<file path="config.mk">
export PLATFORM = sky130hd
export DESIGN_NAME = host_ctl_regs
export DESIGN_NICKNAME = d
export VERILOG_FILES = /design/src/rtl/dram_stream_pkg.sv /design/src/rtl/host_ctl_regs.sv
export VERILOG_INCLUDE_DIRS = /design/src
export SDC_FILE = /design/constraint.sdc
export NUM_CORES = 1
export LEC_CHECK = 0
export BUFFER_PORTS_ARGS = -buffer_cell sky130_fd_sc_hd__buf_2
export CAP_MARGIN = 25
export CORE_AREA = 4 4 170 172
export CTS_BUF_LIST = sky130_fd_sc_hd__clkbuf_8
export DETAILED_ROUTE_END_ITERATION = 8
export DIE_AREA = 0 0 174 176
export GPL_TIMING_DRIVEN = 1
export PLACE_DENSITY_LB_ADDON = 0.25
export SETUP_SLACK_MARGIN = 0.05
export SLEW_MARGIN = 10
export SYNTH_ARGS = -nofsm -noshare
export SYNTH_HDL_FRONTEND = slang
export SYNTH_SLANG_ARGS = --single-unit
export TNS_END_PERCENT = 50
</file>
<file path="constraint.sdc">
create_clock -name clk -period 1.3 [get_ports clk]
set_input_delay 0.065 -clock clk [delete_from_list [all_inputs] [get_ports clk]]
set_output_delay 0.065 -clock clk [all_outputs]
set_load 0.1 [all_outputs]
</file>
<file path="src/dram_stream_cl_defs.svh">
`ifndef DRAM_STREAM_CL_DEFS_SVH
`define DRAM_STREAM_CL_DEFS_SVH

// ------------------------------------------------
// Channel geometry
// ------------------------------------------------

// Status layout packs one field per channel, so this stays at four
`define DDR_CHANNELS 4

`define DDR_ADDR_W 64
`define DDR_DATA_W 512
`define DDR_STRB_W (`DDR_DATA_W / 8)
`define DDR_ID_W   16
`define DDR_LEN_W  8

// Engine traffic always moves 64 bytes per beat
`define ENG_AXSIZE 3'b110

// ------------------------------------------------
// Host visible constants
// ------------------------------------------------
`define CL_VERSION 32'hee_ee_ee_00
`define CL_ID0     32'h5ca1_1d0e
`define CL_ID1     32'h0000_0a11
`define STATUS_TAG 20'ha111_1

`endif

</file>
<file path="src/rtl/dram_stream_pkg.sv">
`include "dram_stream_cl_defs.svh"

package dram_stream_pkg;

  // ------------------------------------------------
  // Requester to memory
  // ------------------------------------------------
  typedef struct packed {
    // Write address
    logic [`DDR_ID_W-1:0]   awid;
    logic [`DDR_ADDR_W-1:0] awaddr;
    logic [`DDR_LEN_W-1:0]  awlen;
    logic [2:0]             awsize;
    logic                   awvalid;
    // Write data
    logic [`DDR_DATA_W-1:0] wdata;
    logic [`DDR_STRB_W-1:0] wstrb;
    logic                   wlast;
    logic                   wvalid;
    // Write response
    logic                   bready;
    // Read address
    logic [`DDR_ID_W-1:0]   arid;
    logic [`DDR_ADDR_W-1:0] araddr;
    logic [`DDR_LEN_W-1:0]  arlen;
    logic [2:0]             arsize;
    logic                   arvalid;
    // Read data
    logic                   rready;
  } ddr_req_t;

  // ------------------------------------------------
  // Memory back to requester
  // ------------------------------------------------
  typedef struct packed {
    logic                   awready;
    logic                   wready;
    logic                   arready;
    logic [`DDR_ID_W-1:0]   bid;
    logic [1:0]             bresp;
    logic                   bvalid;
    logic [`DDR_ID_W-1:0]   rid;
    logic [`DDR_DATA_W-1:0] rdata;
    logic [1:0]             rresp;
    logic                   rlast;
    logic                   rvalid;
  } ddr_rsp_t;

  // One scrubber as seen from the control block
  typedef struct packed {
    logic [2:0]             state;
    logic                   done;
    logic [`DDR_ADDR_W-1:0] addr;
  } scrb_stat_t;

  typedef enum logic [1:0] {
    HOST_OWNS,
    ENGINE_RESET,
    ENGINE_OWNS
  } handover_state_e;

endpackage

</file>
<file path="src/rtl/host_ctl_regs.sv">
`timescale 1ns/1ps
`include "dram_stream_cl_defs.svh"

module host_ctl_regs (
  input  logic                        clk,
  input  logic                        sync_rst_n,
  input  logic [31:0]                 ctl0,
  input  logic [`DDR_CHANNELS-1:0]    ddr_ready,
  input  dram_stream_pkg::scrb_stat_t scrb_stat [`DDR_CHANNELS],
  input  logic                        flr_assert,
  output logic [`DDR_CHANNELS-1:0]    scrb_enable,
  output logic [31:0]                 status0,
  output logic [31:0]                 status1,
  output logic [31:0]                 id0,
  output logic [31:0]                 id1,
  output logic                        flr_done
);

  logic [31:0]               ctl0_q;
  logic [`DDR_CHANNELS-1:0]  ddr_ready_q;
  logic                      flr_assert_q;
  logic                      dbg_en;
  logic [2:0]                dbg_sel;
  logic [1:0]                dbg_chan;
  logic [`DDR_CHANNELS-1:0]  scrb_done;
  logic [4*`DDR_CHANNELS-1:0] scrb_state_f;
  logic [`DDR_ADDR_W-1:0]    dbg_addr;
  logic [31:0]               status0_nxt;

  // ------------------------------------------------
  // Control word capture
  // ------------------------------------------------
  always_ff @(posedge clk or negedge sync_rst_n) begin
    if (!sync_rst_n) begin
      ctl0_q       <= '0;
      ddr_ready_q  <= '0;
      flr_assert_q <= 1'b0;
      flr_done     <= 1'b0;
    end else begin
      ctl0_q       <= ctl0;
      ddr_ready_q  <= ddr_ready;
      flr_assert_q <= flr_assert;
      // A held request toggles the done flag
      flr_done     <= flr_assert_q && !flr_done;
    end
  end

  // Low bits enable one scrubber each
  assign scrb_enable = ctl0_q[`DDR_CHANNELS-1:0];
  assign dbg_en      = ctl0_q[31];
  assign dbg_sel     = ctl0_q[30:28];

  // Selects above the last channel fall back to channel 0
  assign dbg_chan = (dbg_sel >= 3'd1 && dbg_sel <= 3'd3) ? dbg_sel[1:0] : 2'd0;
  assign dbg_addr = scrb_stat[dbg_chan].addr;

  // ------------------------------------------------
  // Status composition
  // ------------------------------------------------
  always_comb begin
    for (int i = 0; i < `DDR_CHANNELS; i++) begin
      scrb_done[i]           = scrb_stat[i].done;
      scrb_state_f[4*i +: 4] = {1'b0, scrb_stat[i].state};
    end
    if (dbg_en) begin
      status0_nxt = {scrb_state_f, 4'h0, 4'hf, scrb_done, ddr_ready_q};
    end else begin
      status0_nxt = {`STATUS_TAG, 4'hf, scrb_done, ddr_ready_q};
    end
  end

  always_ff @(posedge clk or negedge sync_rst_n) begin
    if (!sync_rst_n) begin
      status0 <= '0;
      id0     <= '0;
      id1     <= '0;
    end else begin
      status0 <= status0_nxt;
      id0     <= dbg_en ? dbg_addr[31:0] : `CL_ID0;
      id1     <= dbg_en ? dbg_addr[63:32] : `CL_ID1;
    end
  end

  assign status1 = `CL_VERSION;

  // Done never stays high for two cycles, even with the request held
  a_flr_single: assert property (@(posedge clk) disable iff (!sync_rst_n)
    flr_done |=> !flr_done);

  // Done answers a request seen two cycles earlier
  a_flr_cause: assert property (@(posedge clk) disable iff (!sync_rst_n)
    $rose(flr_done) |-> $past(flr_assert, 2));

endmodule

</file>
---- After elaboration in Yosys (flattened, before gate mapping) ----
Cells that the tools add are included.
operators by class
  magnitude comparators ................... 3
  mux-type cells .......................... 7
  bitwise gates (word level) .............. 1
  reductions and logical operators ........ 3
operator list
  operator            count
  $bmux 68 s2         1
  $mux 64             2
  $mux 32             3
  $ge 3x1->1 const B  1
  $ge 3x3->1 const B  1
  $le 3x2->1 const B  1
  $not 2->3           1
  $logic_and 1x1->1   2
  $mux 2              1
  $logic_not 1->1     1
word-level totals
  register bits after elaboration ......... 134
  input bits .............................. 311
  output and inout port bits .............. 133
  logic and storage cells ................. 21

---- Depth between registers and ports, before layout ----
Gate-level depths: netlist (run 1).
  depth in word-level cells ............... 8
  mapped depth ............................ 5
  depth with buffers taken out ............ 3

---- Worst setup path after synthesis (run 1) ----
OpenSTA, ideal clock, no wires.
  path type ............................... reg2out
  start ................................... reg status0[11] (netlist name)
  end ..................................... out status0[10]
  data arrival time ....................... 1,357 ps
  required time ........................... 1,235 ps
  slack ................................... -122 ps
  cell stages (with the launch flop) ...... 2
  path buffers ............................ 1
  cells stage by stage .................... dfrtp_1 buf_4
RTL lines
  element    RTL line             text
  to (decl)  host_ctl_regs.sv:12  output logic [31:0] status0,

---- Worst setup path after layout (run 1) ----
  start ................................... reg ctl0_q[28]
  end ..................................... reg id1[6]
between the ends
  word-level cells in the longest chain between the ends .. 8
  elaborated cells on any way between the ends .. 9
  those cells by class .................... 2 x order compare; 5 x mux; 1 x bitwise; 1 x reduce/logical
ends and longest elaborated chain
  element                                          RTL line             text
  from (decl)                                      host_ctl_regs.sv:19  logic [31:0] ctl0_q;
  from (signal assigned)                           host_ctl_regs.sv:40  ctl0_q <= ctl0;
  $ge 3x1->1 / $le 3x2->1 (equally long branches)  host_ctl_regs.sv:54  assign dbg_chan = (dbg_sel >= 3'd1 && dbg_sel <= 3'd3) ? dbg_sel[1:0] : 2'd0;
  $logic_and 1x1->1                                host_ctl_regs.sv:54
  $mux 2 *                                         host_ctl_regs.sv:54
  $not 2->3 (not written as such) *                host_ctl_regs.sv:55  assign dbg_addr = scrb_stat[dbg_chan].addr;
  $bmux 68 s2 *                                    host_ctl_regs.sv:55
  $mux 64 (not written as such) * (2 in a row)     host_ctl_regs.sv:55
  $mux 32 (no source line) *                       --
  to (signal assigned)                             host_ctl_regs.sv:80  id1 <= dbg_en ? dbg_addr[63:32] : `CL_ID1;
  to (decl)                                        host_ctl_regs.sv:15  output logic [31:0] id1,
Mark *: on every way between the ends. The rest lies on a longest branch, timed or not. The select of a mux whose other input is x is not followed.

==> results of run 1 <==
## state kept, by name, summed over array words and instances (netlist names)
register,flops
ctl0_q,8
ddr_ready_q,4
flr_assert_q,1
flr_done,1
id0,32
id1,32
status0,22
## where the power goes
part	switching [W]	internal, W
Sequential	0.0000709	0.00332
Clock	0.00129	0.000789
Combinational	0.00288	0.00134
Total	0.00424	0.00545
## final cells by class
| class | count | area (um2) | area share |
|---|---|---|---|
| Timing Repair Buffer | 586 | 4372 | 0.4454 |
| Sequential cell | 100 | 2509 | 0.2556 |
| Multi-Input combinational cell | 294 | 2305 | 0.2348 |
| Tap cell | 346 | 432.9 | 0.04410 |
| Clock buffer | 10 | 137.6 | 0.01402 |
| Clock inverter | 6 | 56.30 | 0.005736 |
| Inverter | 1 | 3.754 | 0.0003824 |
## cell usage in the layout, fill, tap and decap left out, types with 9 or more instances in the layout
cell type	n
nand2b_1	49
a22oi_1	17
dfrtp_1	97
a221oi_2	16
dlygate4sd3_1	168
and2_1	9
conb_1	39
buf_12	13
clkbuf_4	48
mux2i_2	11
buf_4	54
clkbuf_8	10
a221oi_1	29
buf_2	293
a21oi_1	46
mux2i_1	70
## stage by stage
stage / setup slack (ns) / area [um2] / setup TNS, ns
after floorplan: 0.03280 / 5260 / 0
after global placement: -0.2055 / 7343 / -6.846
after detailed placement: -0.2431 / 7343 / -8.716
after CTS: -0.2007 / 9459 / -9.382
after global routing: -0.2518 / 9816 / -11.70
final: -0.1547 / 9816 / -7.205
## worst max-delay path, delay by kind of cell, from the launching register on
kind / cells / cell delay, ns
mux: 1 / 0.07
flops: 1 / 0.43
buf+inv: 2 / 0.32
simple gates: 1 / 0.25
compound gates: 1 / 0.28
## what timing repair did
item / 4_1_cts / 5_1_grt
resized for setup: 47 / 90
pin swaps: 1 / 14
gates cloned: 4 / 0
setup buffers: 1 / 3
hold endpoints to repair: 189 / 1
hold buffers: 167 / 1
setup endpoints to repair: 107 / 113
## kinds of logic after synthesis
group,share of synthesized area
flip-flops,0.4896
AO/OA/AOI/OAI,0.1496
other,0.001469
AND/OR/NAND/NOR,0.07638
multiplexers,0.1628
buffers and inverters,0.1202
## worst max-delay path by stage
stage / to / startpoint / slack, ns
final: id1[6]$_DFF_PN0_ / ctl0_q[28]$_DFF_PN0_ / -0.15
after global routing: id1[6]$_DFF_PN0_ / ctl0_q[28]$_DFF_PN0_ / -0.25
after CTS: id0[9]$_DFF_PN0_ / ctl0_q[28]$_DFF_PN0_ / -0.20
after detailed placement: id1[3]$_DFF_PN0_ / ctl0_q[28]$_DFF_PN0_ / -0.24
after global placement: id0[15]$_DFF_PN0_ / ctl0_q[28]$_DFF_PN0_ / -0.21
after floorplan: id1[10]$_DFF_PN0_ / ctl0_q[28]$_DFF_PN0_ / 0.03
## metal layers
metal / track usage / up-vias
li1: - / 2616
met1: 0.1474 / 2649
met2: 0.2570 / 296
met4: 0.04949 / 2
met3: 0.03919 / 34
met5: 0 / -
==> run_results.csv, run 1 <==
group,metric,value,unit
run_status,status,"finished with violations",
run_status,violations,"negative setup slack",
timing,holdWs,0.02724,ns
timing,worst_slack,-0.1547,ns
global_routing,grt_pass1_wl,33.06,mm
timing,clock_skew,0.01354,ns
setup_path,worstPathRequired,1.58,ns
timing,min_period,1.455,ns
layout,drive_gt1_frac,0.4724,
global_routing,grt_usage,0.1373,
routing,drt_first_pass_iters,4,
setup_path,worst_ep_arrival_time,1.73,ns
setup_path,rrSetupSlack,-0.15,ns
setup_path,slowest_delay,0.43,ns
layout,fin_nets,1303,
cts,cts_max_level,3,
power,pwr_density_cell,987.1,nW/um2
setup_path,critPathMaxFanout,5,
synthesis,synth_edf_count,0,
timing,hold_viol_final,0,
cts,clkTransAtPathRegs,0.12,ns
routing,wirelength_met1,8.370,mm
synthesis,yosysTopAreaCell,"dfrtp_1",
layout,area_growth_syn_to_layout,92.04,%
placement,io_buffers,381,
layout,instances_no_fill,1343,
setup_path,slowest_stage,"dfrtp_4",
floorplanning,fp.coreArea,27480,um2
setup_path,timing.rr.start,"ctl0_q[28]$_DFF_PN0_",
placement,dpl.hpwl,15.09,mm
synthesis,ys_ff_latch,100,
floorplanning,die_w,174,um
cts,cts_num_sinks,100,
synthesis,yosysUniqueCellTypes,19,
floorplanning,initial_utilization,0.1860,
setup_path,cp-end-kind,"flip-flop",
floorplanning,placementRows,61,
routing,routed-via-count,5597,
floorplanning,ioPinCount,444,
timing,setup_viol,64,
timing,maxSlewViolCount,0,
setup_path,ff2ff_path_depth,5,
synthesis,avgSynthCellArea,11.56,um2
global_routing,grt_pass1_vias,6042,
cts,root_buffer,"clkbuf_8",
routing,route.detailed.drc,0,
layout,fillers,2737,
hold_path,hp-class,"input port to flip-flop",
power,finalPower,0.009689,W
timing,rsz0062_at_grt,"true",
setup_path,timing.rr.end,"id1[6]$_DFF_PN0_",
synthesis,syn_area,5111,um2
placement,gp_congestion,0.7767,
timing,max_freq,0.6874,GHz
global_routing,antenna_found_initial,1,
routing,wl_per_cell,16.70,um
timing,period_share,1.119,
hold_path,holdPathStages,3,
setup_path,path_cells,"nor2b_4 > buf_12 > buf_16 > mux2i_1 > a221oi_1",
power,leakagePower,4.712,nW
setup_path,worst_setup_path_start_kind,"flip-flop",
cts,cts_tree,"done",
synthesis,synth.most_common_cell,"dfrtp_1",
synthesis,async_flop_share,1.000,
floorplanning,die-area,30620,um2
cts,numCtsBuffers,9,
synthesis,yosysTopAreaCellShare,0.4896,
routing,drt_iter0_drc,165,
routing,wl_met2,11.93,mm
synthesis,postSynthCellCount,442,
setup_path,path_class,"flip-flop to flip-flop",
layout,diodes,0,
global_routing,overflow,0,
synthesis,ys_top_cells_by_count,"dfrtp_1, mux2i_1, buf_4, nand2b_1, a21oi_1",
global_routing,grt_max_degree,62,
routing,wirelength,22.42,mm
synthesis,yosysWarnings,0,
synthesis,synth_top_cells_by_area,"dfrtp_1, mux2i_1, buf_4",
cts,clock_latency,0.38,ns
routing,ant_nets,0,
layout,final_util,0.3572,
synthesis,yosysSeqAreaShare,0.4896,
cts,clockBufferDepth,2,
hold_path,min_from,"scrb_stat[170]",
routing,topRoutingLayerUsed,"met5",
routing,wl_met3,1.580,mm
job,maxCapViolCount,0,
synthesis,synth_flop_cell,"dfrtp_1",
floorplanning,die_y,176,um
power,irDropWorstVdd,0.5343,mV
hold_path,min_to,"id1[2]$_DFF_PN0_",
routing,vias_per_cell,4.168,
placement,place_inst,1151,
Note: power is estimated with default switching activity, not from simulation.
==> run 2: changes to the inputs <==
==> constraint.sdc (replaced) <==
create_clock -name clk -period 1.21 [get_ports clk]
set_input_delay 0.0605 -clock clk [delete_from_list [all_inputs] [get_ports clk]]
set_output_delay 0.0605 -clock clk [all_outputs]
set_load 0.1 [all_outputs]
==> run 2 against run 1 <==
Utilization rose by 0.60 points. The run still ends with negative setup slack left. Count of clock-buffer cells in the layout did not move. Power rose by 9.3%.
==> run_results.csv, run 2 (synthesized netlist as in run 1, its figures left out) <==
group,metric,value,unit
power,irDropWorstVdd,0.4706,mV
placement,place_ws,-0.4286,ns
routing,drt_first_pass_iters,4,
power,power_frac_comb,0.443,
setup_path,worst_setup_path_start_kind,"flip-flop",
cts,cts_max_level,3,
power,power_switching,0.004645,W
power,p_clk_frac,0.212,
routing,wl_per_cell,17.92,um
setup_path,slowest_delay,0.49,ns
timing,min_period,1.517,ns
hold_path,hp-class,"input port to flip-flop",
layout,fin_nets,1285,
global_routing,grt_max_degree,60,
floorplanning,die_w,174,um
global_routing,grt_use_met1,0.1564,
placement,place_inst,1144,
setup_path,cp-end-kind,"flip-flop",
placement,gp_congestion,0.7601,
floorplanning,die_y,176,um
cts,root_buffer,"clkbuf_8",
global_routing,overflow,0,
timing,worst_slack,-0.3074,ns
routing,vias_per_cell,4.254,
timing,maxSlewViolCount,0,
timing,clock_skew,0.01512,ns
layout,fin_area,9981,um2
global_routing,grt_pass1_wl,34.05,mm
layout,diodes,0,
timing,max_freq,0.6590,GHz
run_status,violations,"negative setup slack",
routing,route.detailed.drc,0,
timing,hold_viol_final,0,
global_routing,grt_pass1_vias,5993,
power,leakagePower,4.764,nW
global_routing,grt_use_met3,0.03597,
floorplanning,placementRows,61,
global_routing,top_usage_layer,"met2",
layout,drive_gt1_frac,0.5026,
placement,place_area,7426,um2
layout,final_util,0.3633,
setup_path,worstPathRequired,1.50,ns
timing,period_share,1.254,
setup_path,slowest_stage,"dfrtp_4",
power,p_sw_frac,0.4385,
cts,clock_latency,0.38,ns
layout,largestRegisters,"id0: 32 flops, id1: 32 flops, status0: 22 flops",
routing,routed-via-count,5636,
job,maxCapViolCount,0,
floorplanning,ioPinCount,444,
routing,drt_iter0_drc,137,
timing,setup_viol,64,
layout,final_common_cell,"buf_2",
power,power.internal,0.005949,W
setup_path,path_cells,"nor2b_4 > buf_6 > buf_12 > buf_4 > mux2i_1 > a221oi_2",
routing,ant_nets,0,
run_status,status,"finished with violations",
cts,cts_num_sinks,100,
layout,layout_common_cells,"buf_2, dlygate4sd3_1, dfrtp_1",
layout,area_growth_syn_to_layout,95.28,%
global_routing,antenna_found_initial,1,
timing,holdWs,0.02658,ns
floorplanning,fp.coreArea,27480,um2
routing,wirelength,23.74,mm
placement,io_buffers,381,
setup_path,path_class,"flip-flop to flip-flop",
cts,clockBufferDepth,2,
power,p_seq_frac,0.345,
global_routing,gr-usage-met2,0.2686,
cts,cts_tree,"done",
setup_path,worst_ep_arrival_time,1.81,ns
floorplanning,die-area,30620,um2
cts,clkTransAtPathRegs,0.12,ns
floorplanning,initial_utilization,0.1860,
global_routing,grt_usage,0.1443,
setup_path,critPathMaxFanout,8,
layout,fillers,2740,
layout,instances_no_fill,1325,
cts,numCtsBuffers,9,
placement,dpl.hpwl,15.24,mm
power,pwr_density_cell,1061,nW/um2
timing,rsz0062_at_grt,"true",
## run 2: cell count changes in the layout (fill, tap and decap cells not counted), sizes merged
cell         delta
clkbuf         -47
buf            +46
bufbuf          +2
dlygate4sd3    -19
## run 2: per-stage QoR
stage / total power [W] / TNS [ns]
4_1_cts: 0.01062 / -16.68
6_report: 0.01059 / -14.55
5_1_grt: 0.01108 / -18.70
2_1_floorplan: 0.006623 / -0.9865
3_3_place_gp: 0.007568 / -12.55
3_5_place_dp: 0.007571 / -13.25
## run 2: critical path, delay by kind of cell (launching register included)
family / cells / cell delay, ns
flops: 1 / 0.49
compound gates: 1 / 0.26
mux: 1 / 0.12
simple gates: 1 / 0.14
buf+inv: 3 / 0.41
## run 2: cell type report
cell class	instances	area [um2]	share of cell area
flip-flops and latches	100	2509	0.2513
well taps	346	432.9	0.04337
multi-input cells	294	2447	0.2452
clock inverters	6	56.30	0.005641
inverters	1	3.754	0.0003761
clock buffers	10	137.6	0.01379
repair buffers	568	4394	0.4403
## run 2: power groups by stage
stage / Sequential [W] / Combinational [W] / Clock, W
2_1_floorplan: 0.00525 / 0.00137 / 0
3_3_place_gp: 0.00371 / 0.00386 / 0
3_5_place_dp: 0.00371 / 0.00386 / 0
4_1_cts: 0.00365 / 0.00457 / 0.00239
5_1_grt: 0.00368 / 0.00489 / 0.00251
6_report: 0.00365 / 0.00469 / 0.00224
## run 2: worst paths after layout
kind                                           from  depth (start not counted)  slack [ns]                    end
max                            ctl0_q[28]$_DFF_PN0_                          6       -0.31      id0[31]$_DFF_PN0_
min                                   scrb_stat[58]                          3        0.03      id1[26]$_DFF_PN0_
max reg2reg                    ctl0_q[28]$_DFF_PN0_                          6       -0.31      id0[31]$_DFF_PN0_
min reg2reg                ddr_ready_q[2]$_DFF_PN0_                          0        0.36   status0[2]$_DFF_PN0_
max in group asynchronous                sync_rst_n                          3        0.68  status0[11]$_DFF_PN0_
min in group asynchronous                sync_rst_n                          3        0.20       id0[4]$_DFF_PN0_
## run 2: metal layers
metal	part of all wire	vias up
li1	-	2593
met2	0.53	287
met3	0.067	51
met1	0.37	2703
met4	0.033	2
met5	0.00055	-
## run 2: repair_timing
action                                  in CTS  in global routing
buffers inserted                             6                  2
gates resized for setup                    112                 45
hold buffers                               148                  1
cloned                                       7                  1
pin swaps                                   22                 13
endpoints found under the setup margin     154                 74
endpoints found under the hold margin      190                  1
